`config.mk`:
```
export PLATFORM = sky130hd
export DESIGN_NAME = lms_tap_flat
export DESIGN_NICKNAME = d
export VERILOG_FILES = /design/src/verilog/lms_types_pkg.sv /design/src/verilog/tap_bus_if.sv /design/src/verilog/lms_tap.sv /design/src/flat_wrapper.sv
export VERILOG_INCLUDE_DIRS = /design/src /design/src/include
export SDC_FILE = /design/constraint.sdc
export NUM_CORES = 2
export LEC_CHECK = 0
export BUFFER_PORTS_ARGS = -buffer_cell sky130_fd_sc_hd__buf_4
export CAP_MARGIN = 20
export CORE_UTILIZATION = 60
export DETAILED_ROUTE_END_ITERATION = 7
export GPL_TIMING_DRIVEN = 0
export PLACE_DENSITY = 0.77
export REMOVE_ABC_BUFFERS = 1
export SYNTH_ARGS = -nofsm -noshare
export SYNTH_HDL_FRONTEND = slang
export SYNTH_SLANG_ARGS = --single-unit
```
`constraint.sdc`:
```
create_clock -name clk -period 23.7 [get_ports clk]
set_clock_uncertainty 0.1 [all_clocks]
set_input_delay 0 -clock clk [delete_from_list [all_inputs] [get_ports clk]]
set_output_delay 0 -clock clk [all_outputs]
set_load 0.01 [all_outputs]
```
`src/include/lms_cfg.svh`:
```
`ifndef LMS_CFG_SVH
`define LMS_CFG_SVH

// Filter size
`define LMS_TAPS 8

// Word widths
`define LMS_SAMPLE_W 16
`define LMS_COEFF_W 17
`define LMS_MU_W 16

// Fraction handling
`define LMS_OUT_SHIFT 15   // Sum back to sample scale
`define LMS_STEP_SHIFT 30  // err * x * mu down to coefficient scale

// Clock cycles per sample, one per rate mode
// Kept small for simulation, each must stay >= 6
`define LMS_DIV0 12
`define LMS_DIV1 10

`endif

```
`src/verilog/lms_types_pkg.sv`:
```
`default_nettype none

`include "lms_cfg.svh"

package lms_types_pkg;

  localparam int PROD_W = `LMS_COEFF_W + `LMS_SAMPLE_W;
  localparam int SUM_W  = PROD_W + $clog2(`LMS_TAPS);  // Room for all taps

  // Audio sample, two's complement
  typedef logic signed [`LMS_SAMPLE_W-1:0] sample_t;

  // Filter coefficient
  typedef logic signed [`LMS_COEFF_W-1:0] coeff_t;

  // Step size is never negative
  typedef logic [`LMS_MU_W-1:0] mu_t;

  // Coefficient times sample, full precision
  typedef logic signed [PROD_W-1:0] prod_t;

  // Sum over the whole delay line
  typedef logic signed [SUM_W-1:0] sum_t;

endpackage

`default_nettype wire

```
`src/verilog/tap_bus_if.sv`:
```
`default_nettype none

`include "lms_cfg.svh"

interface tap_bus_if import lms_types_pkg::*; ();

  logic    load;    // Shift strobe, one cycle
  sample_t x_new;   // Sample entering the delay line
  mu_t     mu;      // Step size of the current frame
  logic    update;  // Adapt strobe, one cycle
  sample_t err;     // Error of the current frame

  modport seq (
    output load,
    output x_new,
    output mu
  );

  // Tap 0 gets x_new through the top level wiring
  modport tap (
    input load,
    input mu,
    input update,
    input err
  );

  modport comb (
    output update,
    output err
  );

endinterface

`default_nettype wire
```
`src/verilog/lms_tap.sv`:
```
`default_nettype none

`include "lms_cfg.svh"

module lms_tap import lms_types_pkg::*; (
  input  logic    clk,
  input  logic    nrst,
  input  sample_t x_prev,
  output sample_t x_out,
  output prod_t   prod,
  tap_bus_if.tap  bus
);

  localparam int EX_W   = 2 * `LMS_SAMPLE_W;
  localparam int STEP_W = EX_W + `LMS_MU_W + 1;  // mu gets a zero sign bit

  coeff_t                    coeff;
  logic                      mult_en;
  logic signed [EX_W-1:0]    err_x;
  logic signed [STEP_W-1:0]  step_full;

  // LMS step, err * x * mu at full precision
  assign err_x     = bus.err * x_out;
  assign step_full = err_x * $signed({1'b0, bus.mu});

  always_ff @(posedge clk or negedge nrst) begin
    if (!nrst) begin
      x_out   <= '0;
      coeff   <= '0;
      mult_en <= 1'b0;
    end else begin
      mult_en <= bus.load;
      if (bus.load)
        x_out <= x_prev;
      if (bus.update)
        coeff <= coeff + coeff_t'(step_full >>> `LMS_STEP_SHIFT);  // Wraps
    end
  end

  // Product one cycle after the shift
  always_ff @(posedge clk) begin
    if (mult_en)
      prod <= coeff * x_out;
  end

endmodule

`default_nettype wire

```
`src/flat_wrapper.sv`:
```
// flat-port wrapper written by rule: the top's interface ports become plain ports
module lms_tap_flat import lms_types_pkg::*;
  (clk, nrst, x_prev, x_out, prod, bus_load, bus_mu, bus_update, bus_err);
  tap_bus_if bus_i ();
  input  logic clk;
  input  logic nrst;
  input  sample_t x_prev;
  output sample_t x_out;
  output prod_t prod;
  input wire logic [$bits(bus_i.load)-1:0] bus_load;
  input wire logic [$bits(bus_i.mu)-1:0] bus_mu;
  input wire logic [$bits(bus_i.update)-1:0] bus_update;
  input wire logic [$bits(bus_i.err)-1:0] bus_err;
  assign bus_i.load = bus_load;
  assign bus_i.mu = bus_mu;
  assign bus_i.update = bus_update;
  assign bus_i.err = bus_err;
  lms_tap u_core (.clk(clk), .nrst(nrst), .x_prev(x_prev), .x_out(x_out), .prod(prod), .bus(bus_i));
endmodule
```
Yosys cells after proc, flatten, opt, wreduce, memory -nomap -nowiden. Index checks and enable logic that the tools add are counted.

Bits in registers: 67. Bits in latches: 0. Bits in writable memories: 0. Bits in read-only memories: 0. Bits of input ports: 52. Output and inout port bits: 49. Word-level logic and storage cells: 8. Memories kept: 0.

$add $sub $neg: 1. $mul: 3. Div/mod/pow operators: 0. Order comparisons: 0. Equal/unequal tests: 0. Shift operators: 0. Mux-type cells: 0. Bitwise logic cells: 0. Reduce and logical (&&, ||, !) cells: 0.

Operators by type and width (count): $mul A32 B17 Y47 (1); $mul A17 B16 Y33 (1); $mul A16 B16 Y32 (1); $add A17 B17 Y17 (1).

Logic depth before layout (Yosys ltp).
Depth after elaboration: 3. Depth in mapped cells: 60. Mapped depth without buffers: 58.

Worst setup path after synthesis. OpenSTA, ideal clock, no wires.

Path type: reg2reg. Start point: register u_core.x_out[1]. End point: register u_core.coeff[16]. Setup time: 132 ps. Data arrival time: 13149 ps. Data required time: 23468 ps. Setup slack: 10319 ps. Stages on the path, launching flop included: 56. Path buffers: 2. Period minus slack after synthesis: 13381 ps. Cells stage by stage: dfrtp_1 -> clkbuf_1 -> nand2_1 -> fa_1 -> fa_1 -> inv_1 -> fa_1 -> fa_1 -> fa_1 -> inv_1 -> fa_1 -> inv_1 -> ha_1 -> a21oi_2 -> nand2_1 -> a21o_1 -> o21a_1 -> a221o_1 -> (+20 left out) -> nand2_1 -> nand2b_1 -> a21oi_1 -> o21bai_1 -> a31oi_1 -> xnor2_1 -> ha_1 -> a21oi_1 -> o21ai_0 -> nand2_1 -> o211ai_1 -> a31o_2 -> a21oi_1 -> xnor2_1 -> xnor2_1 -> xnor2_1 -> nand2_1 -> xnor2_1.

Cells in the longest elaborated chain, start to end: 3.

Ends and longest elaborated chain: start: declaration (line lms_tap.sv:9) `output sample_t x_out,`; start signal: assignment (line lms_tap.sv:34) `x_out <= x_prev;`; $mul A16 B16 Y32 (line lms_tap.sv:23) `assign err_x = bus.err * x_out;`; $mul A32 B17 Y47 (line lms_tap.sv:24) `assign step_full = err_x * $signed({1'b0, bus.mu});`; $add A17 B17 Y17 (line lms_tap.sv:36) `` coeff <= coeff + coeff_t'(step_full >>> `LMS_STEP_SHIFT); ``; end signal: assignment (line lms_tap.sv:36); end: declaration (line lms_tap.sv:17) `coeff_t coeff;`.

No other way between the ends. A chain may end at the register's enable or synchronous reset.

Worst setup path in the final report.
Start point: register u_core.x_out[2]. End point: register u_core.coeff[16].

The elaborated chain is that of the path after synthesis.

==> results list <==
- The tightest hold path in the finished design has a slack of 86.1 ps.
- The final route contains 27600 vias.
- Setup violations remaining at the end of the flow were counted as 0.
* Count of instances resized after the clock tree is built: 0
- Data arrives at the worst endpoint at 15780 ps.
* Critical path class: flip-flop to flip-flop
* Instance count of the mapped netlist: 4206
- Buffers inserted during post-CTS setup optimization: 0
- Counting flops with an async set or reset pin after synthesis yields a share of 0.507.
- Unrepaired setup endpoints after global routing: no
* Count of cell types in the netlist: 62
* Clk buf depth: 2
- Cell area after synthesis: 39200 µm²
- Input and output buffers added on the ports amount to 100.
- The first global-routing pass estimated 158 mm of wire.
- Count of unresolved DRC violations after routing: 0
- Detailed placement ended at an HPWL of 71.4 mm.
* Total count of hold-check failures in the final report: 0
- The floorplan step set the die width to 258 µm.
- In this run the worst hold path is classified as primary input to asynchronous set/reset pin.
- The tool flagged a number of max-cap violations equal to 0.
* Data required time of the critical path: 23830 ps
* Overall global routing resource usage: 0.300
- The initial utilization of the core area, before any placement, comes to 0.608.
* Mean number of vias per cell: 5.43
- Core Footprint: 64500 µm²
- The number of antenna violations at the first check in global routing was 2.
* Leading area contributor after synthesis: fa_1
* Number of enable flip-flop cells after synthesis: 33
- Ys flop type: dfrtp_1
- Syn-to-layout area delta: 6.43%
- Worst path most repeated cell: fa_1
- Dividing the detail-routed wire length by the instance count gives 18.0 µm.
- Of all nets on the critical path, the largest fanout is 19.
* Reg2reg setup slack: 8050 ps
* Maximum clock frequency: 0.0639 GHz
* Violation count after the first detailed-routing iteration: 1627
- Each instance of the synthesized netlist takes up on average 9.31 µm².
- Layout cell share with drive strength beyond 1: 0.0512
- TritonCTS built the clock tree.
* Die Ht: 258 µm
* Tightest slew margin relative to the limit: 0.313
* Deepest level of the CTS H-tree: 3
- In this run, synthesis produced a sequential element count of 67.
- Entering global routing, the biggest net connects 44 pins.
- Number of sinks handled by clock tree synthesis: 67
- For this run the aggregate overflow at the end of global routing stands at 0.
- Number of I/O pins: 101
- In the finished design, the share of the clock period the worst path needs comes to 0.660.
* Root Buffer: clkbuf_16
- The slowest stage of the critical path is the dfrtp_1 cell.
- Counting I/O delays and the setup requirement, the final critical path takes 15650 ps.
* Aggregate routed wire length: 91.1 mm
* Cell row count: 93
- For this run, the share of the core covered by cells in the final layout is 0.647.
- After clock tree synthesis, the flow added hold-fix buffers numbering 34.
- The placed instances occupy a cell area of 41000 µm².
- Final antenna-violating net count: 0
- Before antenna repair, the detailed router went through 5 iterations.
- Synth area leaders: fa_1 52%, inv_1 11%, ha_1 9.4%
* Final net count: 5574
* Delay of the slowest cell on the worst path: 810 ps
- The die covers 66300 µm².
- Post-synth top area share: 0.518
- Sum of negative setup slack: 0 ps
- Sort of element at the end of the critical path: flip-flop
* Actual transition at the worst max-transition pin: 1030 ps
* Number of warning messages in the yosys log: 0
- Fill cells in the final layout number 5151.
* Final weighted congestion in routability-driven placement: 0.859
* Clk Latency, worst-skew pair: 370 ps
- Clock slew at reported path FFs: 70 ps
* Sequential fraction of the synthesis area: 0.0470
- Buffers inserted during clock tree synthesis total 9.
* Crit path launch type: flip-flop
- Result of the run: complete, no violations
* Via count of the first global-routing pass: 31200
- Count of inserted antenna diode cells: 0
- The finished cells cover 41700 µm².
- The final-report max-slew violation count came to 0.
[sequential cells by signal, indices dropped and copies added, names as in the netlist]
register	flops
u_core.prod	33
u_core.mult_en	1
u_core.x_out	16
u_core.coeff	17
[synth_stat cells (33+ instances only)]
cell	count
inv_1	1122
fa_1	1014
nand2_1	612
and2_1	402
ha_1	295
clkbuf_1	161
xnor2_1	90
a21oi_1	64
nor2_1	45
nand2b_1	43
dfrtp_1	34
edfxtp_1	33
o21ai_0	33
[cell usage in the layout, fill, tap and decap left out, types with 29 or more instances in the layout]
| master | n |
|---|---|
| a21oi_1 | 64 |
| buf_4 | 103 |
| dlygate4sd3_1 | 34 |
| and2_1 | 402 |
| nand2_1 | 612 |
| xnor2_1 | 75 |
| nand2b_1 | 43 |
| inv_1 | 1122 |
| fa_1 | 1014 |
| dfrtp_1 | 29 |
| ha_1 | 295 |
| o21ai_0 | 33 |
| edfxtp_1 | 33 |
| nor2_1 | 45 |
[per-layer routing]
metal | track usage | vias up | part of all wire
li1 | - | 12100 | -
met3 | 0.0318 | 200 | 0.060
met5 | 0 | - | 0.00014
met1 | 0.386 | 14300 | 0.39
met2 | 0.532 | 924 | 0.52
met4 | 0.0983 | 2 | 0.030
[worst max-delay path, delay by kind of cell, from the launching register on]
kind / cells / cell delay [ps]
and+or+nand+nor: 10 / 1810
DFF: 1 / 810
adders and majority gates: 15 / 6760
buffers and inverters: 8 / 630
xor gates and xnor gates: 6 / 1630
AOI/OAI and AO/OA: 18 / 3680
[worst paths after layout]
check                                start                to  depth (start not counted)
min in group clk                  bus_load    u_core.mult_en                          2
max in group asynchronous             nrst   u_core.x_out[8]                          2
setup reg to reg           u_core.x_out[2]  u_core.coeff[16]                         57
setup / recovery           u_core.x_out[2]  u_core.coeff[16]                         57
hold reg to reg            u_core.x_out[0]    u_core.prod[0]                          1
hold / removal                        nrst   u_core.x_out[4]                          2
[stage by stage]
step	cells	setup WS (ps)
2_1_floorplan	4039	10080
3_3_place_gp	4994	7490
3_5_place_dp	5022	8190
4_1_cts	5072	8100
5_1_grt	5073	7130
6_report	5073	8050
[area by class of cell]
type                            count  area, µm²  area share
Clock buffer                        9        225     0.00540
Clock inverter                      7       52.6     0.00126
Inverter                         1123       4220       0.101
Multi-Input combinational cell   2849      32600       0.783
Sequential cell                    67       1850      0.0443
Tap cell                          855       1070      0.0257
Timing Repair Buffer              163       1640      0.0393
[kinds of logic (layout without fill, tap and decap cells)]
logic type      Yosys count  count (layout)  share of synthesized area
fa+ha+maj              1309            1309                      0.612
xor+xnor                118             118                     0.0264
simple gates           1190            1190                      0.148
compound gates          206             206                     0.0348
flops                    67              67                     0.0470
buf+inv                1290            1302                      0.124
mux                      26              26                    0.00747
Power is left out: the tool's default activity adds up to more than one toggle a clock period on the data nets, which glitch-free logic cannot reach.
