===== src/include/lms_cfg.svh =====
`ifndef LMS_CFG_SVH
`define LMS_CFG_SVH

// Filter size
`define LMS_TAPS 8

// Word widths
`define LMS_SAMPLE_W 16
`define LMS_COEFF_W 17
`define LMS_MU_W 16

// Fraction handling
`define LMS_OUT_SHIFT 15   // Sum back to sample scale
`define LMS_STEP_SHIFT 30  // err * x * mu down to coefficient scale

// Clock cycles per sample, one per rate mode
// Kept small for simulation, each must stay >= 6
`define LMS_DIV0 12
`define LMS_DIV1 10

`endif


===== src/verilog/lms_ctrl_pkg.sv =====
`default_nettype none

package lms_ctrl_pkg;

  // Sample rate selection, picks the divisor
  typedef enum logic {
    RATE_A = 1'b0,
    RATE_B = 1'b1
  } rate_mode_e;

  // Frame phases, one clock each after the rate strobe
  typedef enum logic [2:0] {
    PH_IDLE,
    PH_SHIFT,
    PH_MULT,
    PH_SUM,
    PH_ADAPT
  } phase_e;

endpackage

`default_nettype wire


===== src/verilog/lms_types_pkg.sv =====
`default_nettype none

`include "lms_cfg.svh"

package lms_types_pkg;

  localparam int PROD_W = `LMS_COEFF_W + `LMS_SAMPLE_W;
  localparam int SUM_W  = PROD_W + $clog2(`LMS_TAPS);  // Room for all taps

  // Audio sample, two's complement
  typedef logic signed [`LMS_SAMPLE_W-1:0] sample_t;

  // Filter coefficient
  typedef logic signed [`LMS_COEFF_W-1:0] coeff_t;

  // Step size is never negative
  typedef logic [`LMS_MU_W-1:0] mu_t;

  // Coefficient times sample, full precision
  typedef logic signed [PROD_W-1:0] prod_t;

  // Sum over the whole delay line
  typedef logic signed [SUM_W-1:0] sum_t;

endpackage

`default_nettype wire


===== src/verilog/tap_bus_if.sv =====
`default_nettype none

`include "lms_cfg.svh"

interface tap_bus_if import lms_types_pkg::*; ();

  logic    load;    // Shift strobe, one cycle
  sample_t x_new;   // Sample entering the delay line
  mu_t     mu;      // Step size of the current frame
  logic    update;  // Adapt strobe, one cycle
  sample_t err;     // Error of the current frame

  modport seq (
    output load,
    output x_new,
    output mu
  );

  // Tap 0 gets x_new through the top level wiring
  modport tap (
    input load,
    input mu,
    input update,
    input err
  );

  modport comb (
    output update,
    output err
  );

endinterface

`default_nettype wire

===== src/verilog/frame_sequencer.sv =====
`default_nettype none

`include "lms_cfg.svh"

module frame_sequencer
  import lms_types_pkg::*;
  import lms_ctrl_pkg::*;
(
  input  logic      clk,
  input  logic      nrst,
  input  logic      mode,
  input  logic      valid_in,
  input  logic      mu_we,
  input  mu_t       mu_in,
  input  sample_t   u_in,
  input  sample_t   d_in,
  output sample_t   d_lat,
  output logic      valid_lat,
  output logic      frame_done,
  tap_bus_if.seq    bus
);

  localparam int DIV_MAX = (`LMS_DIV0 > `LMS_DIV1) ? `LMS_DIV0 : `LMS_DIV1;
  localparam int CNT_W   = $clog2(DIV_MAX);

  rate_mode_e       mode_sel;
  rate_mode_e       mode_q;
  logic             mode_chg;
  logic [CNT_W-1:0] cnt;
  logic [CNT_W-1:0] div_last;
  logic             rate_stb;
  mu_t              mu_hold;
  phase_e           phase;
  phase_e           phase_nxt;

  assign mode_sel = rate_mode_e'(mode);
  assign mode_chg = (mode_sel != mode_q);
  assign div_last = (mode_sel == RATE_B) ? CNT_W'(`LMS_DIV1 - 1) : CNT_W'(`LMS_DIV0 - 1);
  assign rate_stb = !mode_chg && (cnt == div_last);

  // Rate divider, restarts on a mode switch
  always_ff @(posedge clk or negedge nrst) begin
    if (!nrst) begin
      cnt    <= '0;
      mode_q <= RATE_A;
    end else begin
      mode_q <= mode_sel;
      if (mode_chg || rate_stb)
        cnt <= '0;
      else
        cnt <= cnt + 1'b1;
    end
  end

  // Step size is held here and only copied to the bus at the frame start
  always_ff @(posedge clk or negedge nrst) begin
    if (!nrst) begin
      mu_hold   <= '0;
      bus.mu    <= '0;
      valid_lat <= 1'b0;
    end else begin
      if (mu_we)
        mu_hold <= mu_in;
      if (rate_stb) begin
        bus.mu    <= mu_hold;
        valid_lat <= valid_in;
      end
    end
  end

  always_ff @(posedge clk) begin
    if (rate_stb) begin
      bus.x_new <= u_in;
      d_lat     <= d_in;
    end
  end

  always_comb begin
    phase_nxt = phase;
    unique case (phase)
      PH_IDLE:  if (rate_stb) phase_nxt = PH_SHIFT;
      PH_SHIFT: phase_nxt = PH_MULT;
      PH_MULT:  phase_nxt = PH_SUM;
      PH_SUM:   phase_nxt = PH_ADAPT;
      PH_ADAPT: phase_nxt = PH_IDLE;
      default:  phase_nxt = PH_IDLE;
    endcase
  end

  always_ff @(posedge clk or negedge nrst) begin
    if (!nrst)
      phase <= PH_IDLE;
    else
      phase <= phase_nxt;
  end

  assign bus.load   = (phase == PH_SHIFT);  // Taps shift at the next edge
  assign frame_done = (phase == PH_SUM);    // Products are settled

endmodule

`default_nettype wire


===== src/flat_wrapper.sv =====
// flat-port wrapper written by rule: the top's interface ports become plain ports
module frame_sequencer_flat import lms_types_pkg::*; import lms_ctrl_pkg::*;
  (clk, nrst, mode, valid_in, mu_we, mu_in, u_in, d_in, d_lat, valid_lat, frame_done, bus_load, bus_x_new, bus_mu);
  tap_bus_if bus_i ();
  input  logic clk;
  input  logic nrst;
  input  logic mode;
  input  logic valid_in;
  input  logic mu_we;
  input  mu_t mu_in;
  input  sample_t u_in;
  input  sample_t d_in;
  output sample_t d_lat;
  output logic valid_lat;
  output logic frame_done;
  output wire logic [$bits(bus_i.load)-1:0] bus_load;
  output wire logic [$bits(bus_i.x_new)-1:0] bus_x_new;
  output wire logic [$bits(bus_i.mu)-1:0] bus_mu;
  assign bus_load = bus_i.load;
  assign bus_x_new = bus_i.x_new;
  assign bus_mu = bus_i.mu;
  frame_sequencer u_core (.clk(clk), .nrst(nrst), .mode(mode), .valid_in(valid_in), .mu_we(mu_we), .mu_in(mu_in), .u_in(u_in), .d_in(d_in), .d_lat(d_lat), .valid_lat(valid_lat), .frame_done(frame_done), .bus(bus_i));
endmodule

===== config.mk =====
export PLATFORM = sky130hd
export DESIGN_NAME = frame_sequencer_flat
export DESIGN_NICKNAME = d
export VERILOG_FILES = /design/src/verilog/lms_ctrl_pkg.sv /design/src/verilog/lms_types_pkg.sv /design/src/verilog/tap_bus_if.sv /design/src/verilog/frame_sequencer.sv /design/src/flat_wrapper.sv
export VERILOG_INCLUDE_DIRS = /design/src /design/src/include
export SDC_FILE = /design/constraint.sdc
export NUM_CORES = 1
export LEC_CHECK = 0
export ABC_AREA = 1
export BUFFER_PORTS_ARGS = -buffer_cell sky130_fd_sc_hd__buf_2
export CAP_MARGIN = 20
export CELL_PAD_IN_SITES_DETAIL_PLACEMENT = 1
export CELL_PAD_IN_SITES_GLOBAL_PLACEMENT = 1
export CORE_MARGIN = 8
export CORE_UTILIZATION = 41
export CTS_CLUSTER_SIZE = 16
export DETAILED_ROUTE_END_ITERATION = 10
export PLACE_DENSITY = 0.85
export SETUP_SLACK_MARGIN = 0.3
export SLEW_MARGIN = 10
export SYNTH_ARGS = -nofsm -noshare
export SYNTH_HDL_FRONTEND = slang
export SYNTH_SLANG_ARGS = --single-unit

===== constraint.sdc =====
create_clock -name clk -period 6.5 [get_ports clk]
set_clock_uncertainty 0.2 [all_clocks]
set_input_delay 1.3 -clock clk [delete_from_list [all_inputs] [get_ports clk]]
set_output_delay 1.3 -clock clk [all_outputs]
set_load 0.005 [all_outputs]

Word-level counts from Yosys, hierarchy flattened. Cells that the tools add are included.

Flip-flop bits (word level): 73. Bits of input ports: 53. Logic and storage cells: 23. Output and inout port bits: 51.

Eq/ne operators: 6. $add $sub $neg: 1. Mux-type cells: 4. Reductions and logical operators: 4.

Operators by type and width (count): case mux 3 bit (4 select lines) (1); equality test 3 x 2 -> 1 bit (second input constant) (2); adder 4 x 1 -> 4 bit (second input constant) (1); equality test 4 bit (1); two-way mux 4 bit (1); equality test 3 x 1 -> 1 bit (second input constant) (1); zero test 3 bit (1); two-way mux 3 bit (1); two-way mux 2 bit (1); != test 2 x 1 -> 1 bit (second input constant) (1); logical AND 1 bit (1); zero test 1 bit (1); logical OR 1 bit (1); != test 1 bit (1).

Longest topological paths before layout.
Depth in word-level cells: 5. Gate-level depth with buffers: 7. Gate-level depth less buffers: 6.

Least setup slack after synthesis. Ideal clock, no wire load.

Kind: input port to flip-flop. From: in mode. To: reg u_core.bus.x_new[0] (enable). Data arrival time: 2417 ps. Path buffers: 1. Path slack: 3497 ps. Stages: 6. Setup time: 387 ps. Data required time: 5913 ps. Path through: inv_1 nand2_1 nand2_2 nand3_4 buf_4 inv_1.

Word-level cells in the longest chain between the ends: 3. Elaborated cells between the ends (all ways): 5. Classes of those cells: eq/ne: 2; mux: 1; reduce/logical: 2.

Ends and longest elaborated chain: from (decl) (line flat_wrapper.sv:7) `input logic mode;`; two-way mux 2 bit / != test 1 bit (equally long branches) (line frame_sequencer.sv:38, frame_sequencer.sv:37); equality test 4 bit / zero test 1 bit (equally long branches) (line frame_sequencer.sv:39) `assign rate_stb = !mode_chg && (cnt == div_last);`; logical AND 1 bit (*) (line frame_sequencer.sv:39); named net u_core.rate_stb (line frame_sequencer.sv:31) `logic rate_stb;`; to (signal assigned) (line frame_sequencer.sv:73) `bus.x_new <= u_in;`; to (decl) (line tap_bus_if.sv:15) `output x_new,`.

Mark *: on every way through the listed nets, which the timed path passes. The rest lies on a longest branch. A chain may end at the register's enable or synchronous reset.

Worst setup path in the final report.
From: in mode. To: reg u_core.bus.x_new[13] (enable).

Same word-level chain as after synthesis.

==> flow_metrics.tcl <==
set metrics [dict create \
    tritoncts "built" \
    ys_seq_elements 73 \
    cp_top_family "buffers and inverters" \
    critPathCaptureType "flop" \
    grt_pass1_wl_mm 11.2 \
    initial_core_utilization 0.423 \
    max_cap_viol_count 0 \
    routed_via_density 4.87 \
    fp.coreArea_mm2 0.00635 \
    route.final.wire_length_mm 6.95 \
    max_freq_mhz 324 \
    crit_required_ns 6.34 \
    rd_place_congestion 0.748 \
    detailedPlace.worstSlack_ns 2.81 \
    drc 0 \
    ir_worst_vdd_mv 0.159 \
    rsz0062_at_grt "no" \
    worst_slack_ns 3.41 \
    post_route_cells_drive_above_1_share 0.468 \
    cell_count_post_placement 355 \
    hold_start "u_core.bus.mu[15]" \
    critical_path.cell_chain "buf_2 > inv_1 > nand2_1 > nand2_2 > nand3_4 > inv_1 > buf_16" \
    rows 29 \
    r2r_cells 5 \
    tritoncts.num_buffers 9 \
    global_route.overflow_total 0 \
    cts.sink_count 73 \
    postcts_setup_bufs 0 \
    synth-async-reset-ratio 0.562 \
    worst_path_largest_cell_delay_ns 0.56 \
    syn-mean-instance-area_um2 14.6 \
    timing.final.crit_share 0.475 \
    diodes 0 \
    reg2reg_to "u_core.bus.x_new[13]" \
    worstPathMaxFanout 20 \
    die_height_um 97.0 \
    detailroute.via_count 1811 \
    overall_die_area_mm2 0.00940 \
    mostFrequentLayoutCells "103 x sky130_fd_sc_hd__buf_2, 43 x sky130_fd_sc_hd__nand2_1, 41 x sky130_fd_sc_hd__dfrtp_1" \
    setup-tns-final_ns 0 \
    powerDensity_mw_per_mm2 269 \
    finish.net_count 344 \
    wl_per_cell_um 18.7 \
    setup_viol_count_final 0 \
    io_buffers 103 \
    ff2ff_setup_slack_ns 4.09 \
    criticalPathCategory "in2reg" \
    clkLatencyLatePin_ns 0.33 \
    count_of_boundary_i_o_pins 104 \
    layout.cells.most_common "sky130_fd_sc_hd__buf_2" \
    post_route_core_utilization 0.536 \
    sequential_share_of_the_synthesized_area 0.739 \
    status "complete, no violations" \
    ctsRootBufferMaster "sky130_fd_sc_hd__clkbuf_8" \
    layoutNonFillerInstCount 372 \
    hold_violations 0 \
    antenna_violations_before_repair 0 \
    detailedPlacementHpwl_mm 5.34 \
    endpoint_with_the_worst_hold_slack "u_core.bus.mu[15]" \
    globalRouteTotalUtil 0.151 \
    static-leakage-power_nw 1.66 \
    synthToLayoutAreaGrowth_pct 26.7 \
    timing_max_transition_violations_final 0 \
    synth.distinct_cells 21 \
    first_pass_iters 4 \
    cts-root-to-sink-buffers 2 \
    tightestPinTransition_ns 0.893 \
    crit_top_cell "sky130_fd_sc_hd__inv_1" \
    cts_max_level 3 \
    final_period_minus_worst_setup_slack_ns 3.09 \
    synth_nets 238 \
    path_buf_inv 4 \
    maximum_number_of_pins_on_one_net_before_global_route_repair 42 \
    syn_inst 184 \
    syn_area_mm2 0.00269 \
    vias_in_the_first_global_route 1946 \
    hp-class "reg2reg" \
    arrival_ns 2.93 \
    hold_buffers 0 \
    number_of_enable_flip_flop_cells_after_synthesis 32 \
    detail_route.iter0.violations 54 \
    ys_warn_count 0 \
    critical_path.startpoint_type "input port" \
    slew-limit-headroom 0.405 \
    antenna_violating_nets_left 0 \
    die_x_um 97.0 \
    cts_resized 0 \
    clk_pin_slew_ns 0.07 \
    regToRegStartpoint "u_core.cnt[0]" \
    placed_area_mm2 0.00320 \
    crit_path_slowest_cell "sky130_fd_sc_hd__inv_1" \
    holdPathStages 2 \
    synth_flop_cell "sky130_fd_sc_hd__dfrtp_1" \
    final_area_mm2 0.00341 \
]
## state kept, by name, indices dropped and copies added (netlist names)
register,cells
u_core.cnt,4
u_core.mu_hold,16
u_core.phase,3
u_core.mode_q,1
u_core.d_lat,16
u_core.bus.mu,16
u_core.valid_lat,1
u_core.bus.x_new,16
## where the power goes
| part | total [W] | internal (W) | switching, W |
|---|---|---|---|
| combinational | 0.0000711 | 0.0000333 | 0.0000378 |
| sequential | 0.000516 | 0.000502 | 0.0000141 |
| clock | 0.000330 | 0.000174 | 0.000156 |
## metrics by stage
step	total power, W	hold slack (ns)
finish	0.000917	0.270
global route	0.000957	0.295
CTS	0.000929	0.275
detailed placement	0.000598	0.258
global placement	0.000592	0.252
floorplan	0.000566	0.237
## synthesized netlist by cell type (2+ instances only)
cell                       number  area [um^2]
sky130_fd_sc_hd__edfxtp_1      32          961
sky130_fd_sc_hd__mux2_2        16          180
sky130_fd_sc_hd__nand4_1       18          113
sky130_fd_sc_hd__nand2_1       43          161
sky130_fd_sc_hd__dfrtp_1       41         1030
sky130_fd_sc_hd__inv_1          6         22.5
sky130_fd_sc_hd__nor2_1         8         30.0
sky130_fd_sc_hd__nand2_2        3         18.8
sky130_fd_sc_hd__buf_4          2         15.0
sky130_fd_sc_hd__buf_6          4         45.0
## metal layers
layer  track usage  up-vias  wire [um]
met5             0        -          0
met1         0.184      866       3040
li1              -      851          -
met2         0.238       86       3240
met3        0.0484        8        555
met4        0.0675        0        119
## tightest hold or removal path, cell delays in order, from the launching register on
cell	delay (ns)
sky130_fd_sc_hd__dfrtp_1	0.34
sky130_fd_sc_hd__nand2_1	0.05
sky130_fd_sc_hd__nand2_1	0.04
## final cells by class
type	count	area, um^2
Inverter	6	22.5
Timing Repair Buffer	104	543
Fill cell	677	2940
Multi-Input combinational cell	96	578
Clock buffer	11	131
Sequential cell	73	1990
Clock inverter	5	47.5
Tap cell	77	96.3
## cells by family (layout without fill, tap and decap cells)
group / after synthesis / after routing / synth area share
compound gates: 1 / 1 / 0.00186
fa+ha+maj: 1 / 1 / 0.00465
buf+inv: 15 / 126 / 0.0456
simple gates: 76 / 76 / 0.135
mux: 16 / 16 / 0.0670
flops: 73 / 73 / 0.739
xor+xnor: 2 / 2 / 0.00652
## worst max-delay path by stage
stage / start / to / slack, ns / cells after the start
2_1_floorplan: mode / u_core.bus.x_new[0] / 3.50 / 6
3_3_place_gp: mode / u_core.d_lat[0] / 2.96 / 6
3_5_place_dp: mode / u_core.d_lat[8] / 2.81 / 6
4_1_cts: mode / u_core.d_lat[14] / 3.18 / 6
5_1_grt: mode / u_core.d_lat[11] / 3.30 / 7
6_report: mode / u_core.bus.x_new[13] / 3.41 / 7
No activity file was read; power rests on OpenSTA's default activity.
