File: config.mk
export PLATFORM = sky130hd
export DESIGN_NAME = error_combiner_flat
export DESIGN_NICKNAME = d
export VERILOG_FILES = /design/src/verilog/lms_types_pkg.sv /design/src/verilog/tap_bus_if.sv /design/src/verilog/error_combiner.sv /design/src/flat_wrapper.sv
export VERILOG_INCLUDE_DIRS = /design/src /design/src/include
export SDC_FILE = /design/constraint.sdc
export NUM_CORES = 1
export LEC_CHECK = 0
export BUFFER_PORTS_ARGS = -buffer_cell sky130_fd_sc_hd__buf_2
export CORE_ASPECT_RATIO = 2
export CORE_MARGIN = 5
export CORE_UTILIZATION = 55
export CTS_CLUSTER_SIZE = 10
export DETAILED_ROUTE_END_ITERATION = 8
export PLACE_DENSITY = 0.89
export SLEW_MARGIN = 15
export SYNTH_ARGS = -nofsm -noshare
export SYNTH_HDL_FRONTEND = slang
export SYNTH_SLANG_ARGS = --single-unit
File: constraint.sdc
create_clock -name clk -period 1.7 [get_ports clk]
set_input_delay 0.34 -clock clk [delete_from_list [all_inputs] [get_ports clk]]
set_output_delay 0.34 -clock clk [all_outputs]
set_load 0.02 [all_outputs]
File: src/include/lms_cfg.svh
`ifndef LMS_CFG_SVH
`define LMS_CFG_SVH

// Filter size
`define LMS_TAPS 8

// Word widths
`define LMS_SAMPLE_W 16
`define LMS_COEFF_W 17
`define LMS_MU_W 16

// Fraction handling
`define LMS_OUT_SHIFT 15   // Sum back to sample scale
`define LMS_STEP_SHIFT 30  // err * x * mu down to coefficient scale

// Clock cycles per sample, one per rate mode
// Kept small for simulation, each must stay >= 6
`define LMS_DIV0 12
`define LMS_DIV1 10

`endif

File: src/verilog/lms_types_pkg.sv
`default_nettype none

`include "lms_cfg.svh"

package lms_types_pkg;

  localparam int PROD_W = `LMS_COEFF_W + `LMS_SAMPLE_W;
  localparam int SUM_W  = PROD_W + $clog2(`LMS_TAPS);  // Room for all taps

  // Audio sample, two's complement
  typedef logic signed [`LMS_SAMPLE_W-1:0] sample_t;

  // Filter coefficient
  typedef logic signed [`LMS_COEFF_W-1:0] coeff_t;

  // Step size is never negative
  typedef logic [`LMS_MU_W-1:0] mu_t;

  // Coefficient times sample, full precision
  typedef logic signed [PROD_W-1:0] prod_t;

  // Sum over the whole delay line
  typedef logic signed [SUM_W-1:0] sum_t;

endpackage

`default_nettype wire

File: src/verilog/tap_bus_if.sv
`default_nettype none

`include "lms_cfg.svh"

interface tap_bus_if import lms_types_pkg::*; ();

  logic    load;    // Shift strobe, one cycle
  sample_t x_new;   // Sample entering the delay line
  mu_t     mu;      // Step size of the current frame
  logic    update;  // Adapt strobe, one cycle
  sample_t err;     // Error of the current frame

  modport seq (
    output load,
    output x_new,
    output mu
  );

  // Tap 0 gets x_new through the top level wiring
  modport tap (
    input load,
    input mu,
    input update,
    input err
  );

  modport comb (
    output update,
    output err
  );

endinterface

`default_nettype wire
File: src/verilog/error_combiner.sv
`default_nettype none

`include "lms_cfg.svh"

module error_combiner import lms_types_pkg::*; (
  input  logic    clk,
  input  logic    nrst,
  input  prod_t   prod [`LMS_TAPS],
  input  sample_t d_lat,
  input  logic    valid_lat,
  input  logic    frame_done,
  output sample_t out,
  output logic    valid_out,
  tap_bus_if.comb bus
);

  sum_t    sum;
  sample_t y_next;

  // Adder tree over all taps
  always_comb begin
    sum = '0;
    for (int i = 0; i < `LMS_TAPS; i++) begin
      sum = sum + sum_t'(prod[i]);
    end
  end

  assign y_next = sample_t'(sum >>> `LMS_OUT_SHIFT);  // Truncates, no saturation

  always_ff @(posedge clk or negedge nrst) begin
    if (!nrst) begin
      out        <= '0;
      valid_out  <= 1'b0;
      bus.update <= 1'b0;
    end else begin
      bus.update <= frame_done && valid_lat;  // Only valid frames adapt
      if (frame_done) begin
        out       <= y_next;
        valid_out <= valid_lat;
      end
    end
  end

  // Error of this frame, used by the taps in the next cycle
  always_ff @(posedge clk) begin
    if (frame_done)
      bus.err <= d_lat - y_next;
  end

endmodule

`default_nettype wire

File: src/flat_wrapper.sv
// flat-port wrapper written by rule: the top's interface ports become plain ports
module error_combiner_flat import lms_types_pkg::*;
  (clk, nrst, prod, d_lat, valid_lat, frame_done, out, valid_out, bus_update, bus_err);
  tap_bus_if bus_i ();
  input  logic clk;
  input  logic nrst;
  input  prod_t prod[`LMS_TAPS];
  input  sample_t d_lat;
  input  logic valid_lat;
  input  logic frame_done;
  output sample_t out;
  output logic valid_out;
  output wire logic [$bits(bus_i.update)-1:0] bus_update;
  output wire logic [$bits(bus_i.err)-1:0] bus_err;
  assign bus_update = bus_i.update;
  assign bus_err = bus_i.err;
  error_combiner u_core (.clk(clk), .nrst(nrst), .prod(prod), .d_lat(d_lat), .valid_lat(valid_lat), .frame_done(frame_done), .out(out), .valid_out(valid_out), .bus(bus_i));
endmodule
# After elaboration in Yosys (flattened, before gate mapping)
# Cells that the tools add are included.
op_classes:
  div: 0
  reduce_logical: 1
  n_bitwise: 0
  n_mux: 0
  magnitude_cmp: 0
  eq_ne: 0
  n_addsub: 8
  n_shift: 0
  mul: 0
op_table:
  columns: ["operator", "n"]
  rows:
  - ["adder 31 bit", 7]
  - ["subtractor 16 bit", 1]
  - ["logical AND 1 bit", 1]
word_totals:
  reg_bits: 34
  input_bits: 284
  out_inout_bits: 34
  n_memories: 0
  word_cells: 13
  romBits: 0
  latchBits: 0
  ram_bits: 0

# Depth between registers and ports, before layout
# Gate-level depths: netlist (run 1).
logic_depth:
  depth_word: 8
  ltp_mapped: 32

# Worst setup path after synthesis (run 1)
# No wires, ideal clock.
synth_timing:
  path_kind: "input -> register"
  startpoint: "input prod[104] in the netlist's numbering"
  endpoint: "register u_core.bus.err[13] (data pin)"
  setup_time_ps: 260
  slack_ps: -5511
  stages: 30
  arrival_ps: 6951
  cell_sequence: "inv_1 fa_1 inv_1 fa_1 fa_1 fa_1 ha_1 o21ai_1 nor2_1 o311ai_1 nand2_1 o21ai_0 nand2b_1 and2_1 o21a_1 o21a_1 or2_1 ha_1 o21a_1 o31ai_1 a21o_1 or4_1 nand4_1 a32oi_1 o31ai_1 maj3_2 o221ai_2 a41oi_1 or4b_1 nand3_1"
synth_between:
  elab_chain_cells: 5
synth_rtl:
  columns: ["item", "line", "source"]
  rows:
  - ["start, declared", "flat_wrapper.sv:7", "input prod_t prod[`LMS_TAPS];"]
  - ["adder 31 bit (4 in series)", "error_combiner.sv:24", "sum = sum + sum_t'(prod[i]);"]
  - ["subtractor 16 bit", "error_combiner.sv:47", "bus.err <= d_lat - y_next;"]
  - ["end signal, assigned", "error_combiner.sv:47", null]
  - ["end, declared", "tap_bus_if.sv:29", "output err"]
# No other way between the ends.
# A chain may end at the register's enable or synchronous reset.

# Worst setup path in the final report (run 1)
layout_timing:
  startpoint: "input prod[137] in the netlist's numbering"
  endpoint: "register u_core.bus.err[15] (data pin)"
layout_between:
  elab_chain_cells: 6
layout_rtl:
  columns: ["item", "line"]
  rows:
  - ["adder 31 bit (5 in series)", "error_combiner.sv:24"]
  - ["subtractor 16 bit", "error_combiner.sv:47"]
# No other way between the ends.

==> summary.md, run 1 <==
| Metric | Value |
|---|---|
| Maximum fanout along the worst path | `4` |
| Mapped Area | `roughly 8000 um2` |
| Num ports | `approximately 320` |
| Buffering stage count on the worst path with inverters included | `6` |
| Root Buffer Master | `sky130_fd_sc_hd__clkbuf_16` |
| Synthesis Warnings | `0` |
| Worst Path Class, Setup | `primary input to flop` |
| Worst-skew pair later-pin latency | `around 0.29 ns` |
| Die X | `roughly 94 um` |
| Effective utilization at floorplan | `56.2%` |
| Maximum root-to-sink buffer count | `2` |
| Critical path's top delay family | `compound AO/OA/AOI/OAI gates` |
| Number of synthesized flops with an enable pin | `16` |
| Timing-limited maximum frequency | `between 100 and 150 MHz` |
| CP startpoint | `prod[137]` |
| Rows | `61` |
| DIE HEIGHT | `approximately 180 um` |
| Startpoint of the worst register-to-register path | `u_core.out[11]` |
| Yosys top cell area share | `~45%` |
| Tcrit/Tclk final | `427%` |
| Area growth from synthesis to layout | `43.7%` |
| Largest net degree at the start of global routing | `19` |
| Total core area | `about 14,000 um2` |
| Vias after detailed routing | `around 7,300` |
| NumNets Final | `about 1,700` |
| Number of buffers inserted by port buffering | `around 300` |
| Mapped Nets | `around 1,300` |
| Overall overflow remaining after global route | `0` |
| Placed instance count | `around 1,400` |
| CP Capture Type | `flop` |
| Primary flip-flop cell chosen by synthesis mapping | `sky130_fd_sc_hd__dfrtp_1` |
| Worst Setup Start Kind | `primary input` |
| Cell depth of the worst setup path | `34` |
| CTS tree | `done` |
| DRC violation total after the first TritonRoute iteration | `about 320` |
| Violated checks | `setup timing` |
| Unrepaired setup endpoints after global routing | `true` |
| Count of endpoints failing hold in the final timing report | `0` |
| Shortest clock period the worst path allows after layout | `between 7 and 8 ns` |
| Share of layout cells above drive strength 1 | `43.3%` |
| Final setup viols | `32` |
| WL/cell | `18.3 um` |
| Number of global-route vias before repair | `between 8,000 and 9,000` |
| Reg2Reg Depth | `1` |
| First-pass iteration count of the detailed router | `4` |
| Sum of negative setup slack | `-117.78 ns` |
| Total count of max-transition violations in the final report | `0` |
| Worst setup margin | `-5.56 ns` |
| Antenna viol nets, final | `0` |
| Unique masters post-synth | `63` |
| Part of the Yosys area used for sequential elements | `a little under an eighth` |
| Total routed wirelength | `roughly 26,000 um` |
| Req. time, crit path | `approximately 1.7 ns` |
| Final weighted congestion of routability-driven global placement | `around 0.87` |
| Arrival time worst endpoint | `about 7.3 ns` |
| Mean instance size in the synthesized netlist | `around 10 um2` |
| Number of remaining DRC errors | `0` |
| Last element of the critical path | `u_core.bus.err[15]` |
| Synthesized netlist cell count | `808` |
| Most common library cell in the layout ignoring fill and taps | `sky130_fd_sc_hd__inv_1` |
| Ratio of routed vias to standard cells | `~5.1` |
| Delay of the slowest cell on the worst path | `roughly 0.56 ns` |
| Cell mode on critical path | `sky130_fd_sc_hd__fa_1` |
| Leading cell types by total area after synthesis | `sky130_fd_sc_hd__fa_1 45%, sky130_fd_sc_hd__inv_1 16%, sky130_fd_sc_hd__edfxtp_1 6.1%` |
| Normalized max-slew margin | `just under 50%` |
| Number of storage elements in the synthesis netlist | `34` |
| Final standard cell count with taps included and fillers excluded | `about 1,400` |
| Cell with the biggest individual delay on the critical path | `sky130_fd_sc_hd__fa_1` |
| Final core occ | `between 80% and 90%` |
| Asr flop ratio synth | `a little over half` |
| Cell taking the most area after synthesis | `sky130_fd_sc_hd__fa_1` |
| Number of antenna violations at the first check in global routing | `0` |
| H-tree depth reported by CTS | `2` |
| Measured slew at the worst slew-check pin | `slightly below 0.8 ns` |
| Post-route clock skew | `0 ns` |
| Worst hold path class | `primary input to async pin` |
| R2R Path End | `u_core.out[11]` |
| Result of the run | `finished with violations` |
| Detailed-placement wirelength estimate | `21,000 um` |
| Max-Cap Viols | `0` |
| First-pass GRT wire length | `roughly 38,000 um` |
| CTS buffer count | `5` |
| DIE AREA | `roughly 17,000 um2` |
| Clock-pin transition on the worst setup and hold timing paths | `roughly 0.06 ns` |
| Post-cts hold buffer count | `0` |
| # clock sinks | `34` |
| Register-to-register setup slack | `around 0.9 ns` |
| Global-route usage over all layers | `between 20% and 30%` |
| Most used cells in the layout excluding fill and tap cells | `313 x sky130_fd_sc_hd__inv_1, 296 x sky130_fd_sc_hd__buf_2, 174 x sky130_fd_sc_hd__fa_1` |
-- flip-flops by register name, indices dropped and copies added (netlist names) --
name               flops
u_core.out            16
u_core.bus.update      1
u_core.valid_out       1
u_core.bus.err        16
-- metrics by stage --
step	hold WS (ns)	setup WS (ns)	area [um2]
CTS	0.0187	-5.29	11000
detailed placement	0.329	-5.90	10500
finish	0.00571	-5.56	11300
global route	0.0464	-5.74	11300
floorplan	0.0444	-5.28	7990
global placement	0.319	-5.62	10500
-- metal layers --
metal  up-vias  GRT usage (%)  routed length (um)
met2       399           61.1               15200
met3       137           7.22                2040
met5         -              0                   0
li1       3209              -                   -
met4         0           15.9                1670
met1      3568           23.8                7090
-- synth_stat cells (all sizes together), types with 5 or more instances --
master and count:
nand2 9, o21ai 17, a211oi 7, inv 325, edfxtp 16, ha 38, mux2i 12, xor2 10
nor3 10, nor2 21, a21oi 16, and2 8, nand3 7, and3 5, a21o 7, mux2 6
or2 5, o21a 9, xnor2 29, fa 176, dfrtp 18
-- layout make-up --
type / count / area [um2]
antenna: 1 / 2.50
fill: 795 / 2690
inverter: 325 / 1230
multi-input combinational: 444 / 6220
clock inverter: 2 / 12.5
sequential: 34 / 931
tap: 189 / 236
clock buffer: 6 / 139
timing repair buffer: 422 / 2500
-- worst min-delay path by stage --
stage,from,end,slack [ns]
detailed placement,nrst,u_core.out[12],0.33
global placement,nrst,u_core.out[14],0.32
floorplan,nrst,u_core.bus.update,0.04
finish,nrst,u_core.out[12],0.006
global route,nrst,u_core.out[12],0.05
CTS,nrst,u_core.out[0],0.02
-- logic make-up (layout without fill, tap and decap cells) --
| group | Yosys count | in the layout | share of synthesized area (%) |
|---|---|---|---|
| AO/OA/AOI/OAI | 86 | 86 | 8.07 |
| buffers and inverters | 330 | 755 | 15.9 |
| AND/OR/NAND/NOR | 83 | 83 | 5.63 |
| other | 0 | 1 | 0 |
| adder cells (fa/ha/maj) | 217 | 217 | 51.4 |
| XOR/XNOR | 40 | 40 | 4.75 |
| multiplexers | 18 | 18 | 2.39 |
| flip-flops | 34 | 34 | 11.9 |
-- repair_timing --
item | CTS | global route
buffers inserted | 16 | 13
setup endpoints to repair | 32 | 32
gates cloned | 0 | 0
resized for setup | 60 | 44
pin swaps | 45 | 33
Power of run 1 is not shown: default switching activity piles up to over one toggle a cycle in this logic, so the estimate is an artifact.
==> inputs of run 2 (changes only) <==
Settings changed: CORE_UTILIZATION 55 to 46, PLACE_DENSITY 0.89 to 0.8.
Clock period 1.7 ns to 6.6 ns, I/O delays scaled along.
==> run 2 against run 1 <==
Net effect:
- the run still ends with setup timing left
- count of clock-buffer cells in the layout unchanged
- clock skew unchanged
- setup slack improved by 4.1 ns
- final cell count decreased by 1.4%
- sequential share of layout area increased by 0.47 points
- global-route usage decreased by 8.9 points
- flip-flop and latch count unchanged
- non-clock buffer count decreased by 37
- worst hold slack improved by 0.50 ns
==> summary.md, run 2 (synthesis gave the netlist of run 1 again) <==
| Metric | Value |
|---|---|
| Overall overflow remaining after global route | `0` |
| Count of endpoints failing hold in the final timing report | `0` |
| CTS tree | `done` |
| Maximum fanout along the worst path | `3` |
| Final weighted congestion of routability-driven global placement | `roughly 0.82` |
| Delay of the slowest cell on the worst path | `around 0.54 ns` |
| CP startpoint | `prod[168]` |
| CP Capture Type | `flop` |
| Antenna viol nets, final | `0` |
| DIE HEIGHT | `about 200 um` |
| Total count of max-transition violations in the final report | `0` |
| Result of the run | `finished with violations` |
| Worst-skew pair later-pin latency | `0.28 ns` |
| Max-Cap Viols | `0` |
| Shortest clock period the worst path allows after layout | `about 8 ns` |
| Total routed wirelength | `just over 20,000 um` |
| Startpoint of the most critical hold path | `u_core.valid_out` |
| Vias after detailed routing | `6,671` |
| Arrival time worst endpoint | `around 8 ns` |
| Register-to-register setup slack | `5.83 ns` |
| Area growth from synthesis to layout | `35.9%` |
| # clock sinks | `34` |
| Worst Setup Start Kind | `primary input` |
| H-tree depth reported by CTS | `2` |
| Final core occ | `63.6%` |
| Startpoint of the worst register-to-register path | `u_core.out[11]` |
| Worst Hold Slack | `0.507 ns` |
| Largest registers | `u_core.bus.err x16, u_core.out x16` |
| Reg2Reg Depth | `1` |
| Num ports | `318` |
| Worst hold path class | `flop to flop` |
| Global-route usage over all layers | `20.8%` |
| Clock-pin transition on the worst setup and hold timing paths | `roughly 0.060 ns` |
| Number of buffers inserted by port buffering | `301` |
| Rows | `between 60 and 70` |
| Post-cts hold buffer count | `0` |
| Root Buffer Master | `sky130_fd_sc_hd__clkbuf_16` |
| Number of remaining DRC errors | `0` |
| Final setup viols | `11` |
| First-pass iteration count of the detailed router | `4` |
| Share of layout cells above drive strength 1 | `37.7%` |
| Detailed-placement wirelength estimate | `between 15,000 and 20,000 um` |
| DIE AREA | `19,900 um2` |
| Cell mode on critical path | `sky130_fd_sc_hd__fa_1` |
| N_diodes | `0` |
| First-pass GRT wire length | `33,100 um` |
| Total core area | `roughly 17,000 um2` |
| Measured slew at the worst slew-check pin | `around 0.91 ns` |
| Largest net degree at the start of global routing | `35` |
| Most used cells in the layout excluding fill and tap cells | `321 x sky130_fd_sc_hd__inv_1, 298 x sky130_fd_sc_hd__buf_2, 175 x sky130_fd_sc_hd__fa_1` |
| Number of antenna violations at the first check in global routing | `1` |
| WL/cell | `14.5 um` |
| DRC violation total after the first TritonRoute iteration | `roughly 130` |
| Most common library cell in the layout ignoring fill and taps | `sky130_fd_sc_hd__inv_1` |
| Ratio of routed vias to standard cells | `4.75` |
| Cell with the biggest individual delay on the critical path | `sky130_fd_sc_hd__fa_1` |
| Normalized max-slew margin | `39.3%` |
| Worst Path Class, Setup | `primary input to flop` |
| Worst setup margin | `-1.42 ns` |
| Endpoint of the worst hold path | `u_core.valid_out` |
| Effective utilization at floorplan | `46.8%` |
| Tcrit/Tclk final | `122%` |
| Unrepaired setup endpoints after global routing | `true` |
| Cell depth of the worst min-delay path | `1` |
| NumNets Final | `1,693` |
| Post-route clock skew | `0 ns` |
| Req. time, crit path | `6.63 ns` |
| CTS buffer count | `5` |
| Number of global-route vias before repair | `7,718` |
| R2R Path End | `u_core.out[11]` |
| Die X | `about 100 um` |
| Maximum root-to-sink buffer count | `2` |
| Violated checks | `setup timing` |
| Timing-limited maximum frequency | `between 100 and 150 MHz` |
## run 2: changes by cell type in the layout (fill, tap and decap cells not counted), moves of 7 or more
cell,change
sky130_fd_sc_hd__buf_6,-11
sky130_fd_sc_hd__inv_1,+8
sky130_fd_sc_hd__buf_4,-27
sky130_fd_sc_hd__inv_2,-7
sky130_fd_sc_hd__ha_1,+9
sky130_fd_sc_hd__ha_4,-9
## run 2: timing repair
| action | in CTS | in global routing |
|---|---|---|
| resized for setup | 16 | 24 |
| setup buffers | 5 | 9 |
| setup endpoints to repair | 11 | 12 |
| pin swaps | 24 | 22 |
## run 2: stage by stage
step | std cells | cell area [um2] | setup TNS, ns | worst slack [ns]
floorplan | 808 | 7940 | -8.26 | -1.36
global placement | 1384 | 10200 | -12.95 | -1.75
detailed placement | 1384 | 10200 | -14.28 | -1.90
CTS | 1397 | 10500 | -9.20 | -1.35
global route | 1403 | 10700 | -12.59 | -1.72
finish | 1403 | 10700 | -9.77 | -1.42
## run 2: layout make-up
cell class,instances,area [um2]
inverters,325,1230
fillers,1339,6100
multi-input cells,444,5930
flip-flops and latches,34,931
repair buffers,385,2170
clock buffers,6,139
clock inverters,2,12.5
well taps,207,259
## run 2: worst max-delay path, delay by kind of cell
kind	cells	cell delay [ns]
AOI/OAI and AO/OA	15	2.78
adders and majority gates	6	2.46
and+or+nand+nor	7	1.26
buffers and inverters	5	0.22
## run 2: how the worst max path moves through the flow
| stage | slack [ns] | to | cells after the start |
|---|---|---|---|
| final | -1.42 | u_core.bus.err[15] | 33 |
| after global routing | -1.72 | u_core.bus.err[15] | 33 |
| after CTS | -1.35 | u_core.bus.err[15] | 33 |
| after detailed placement | -1.90 | u_core.bus.err[15] | 31 |
| after global placement | -1.75 | u_core.bus.err[15] | 31 |
| after floorplan | -1.36 | u_core.bus.err[15] | 30 |
## run 2: per-layer routing
metal	track usage (%)	routed length [um]
met1	17.7	5620
met2	43.8	12500
met3	5.31	1680
met4	5.60	536
met5	0	12
Power of run 2 is left out for the same reason.
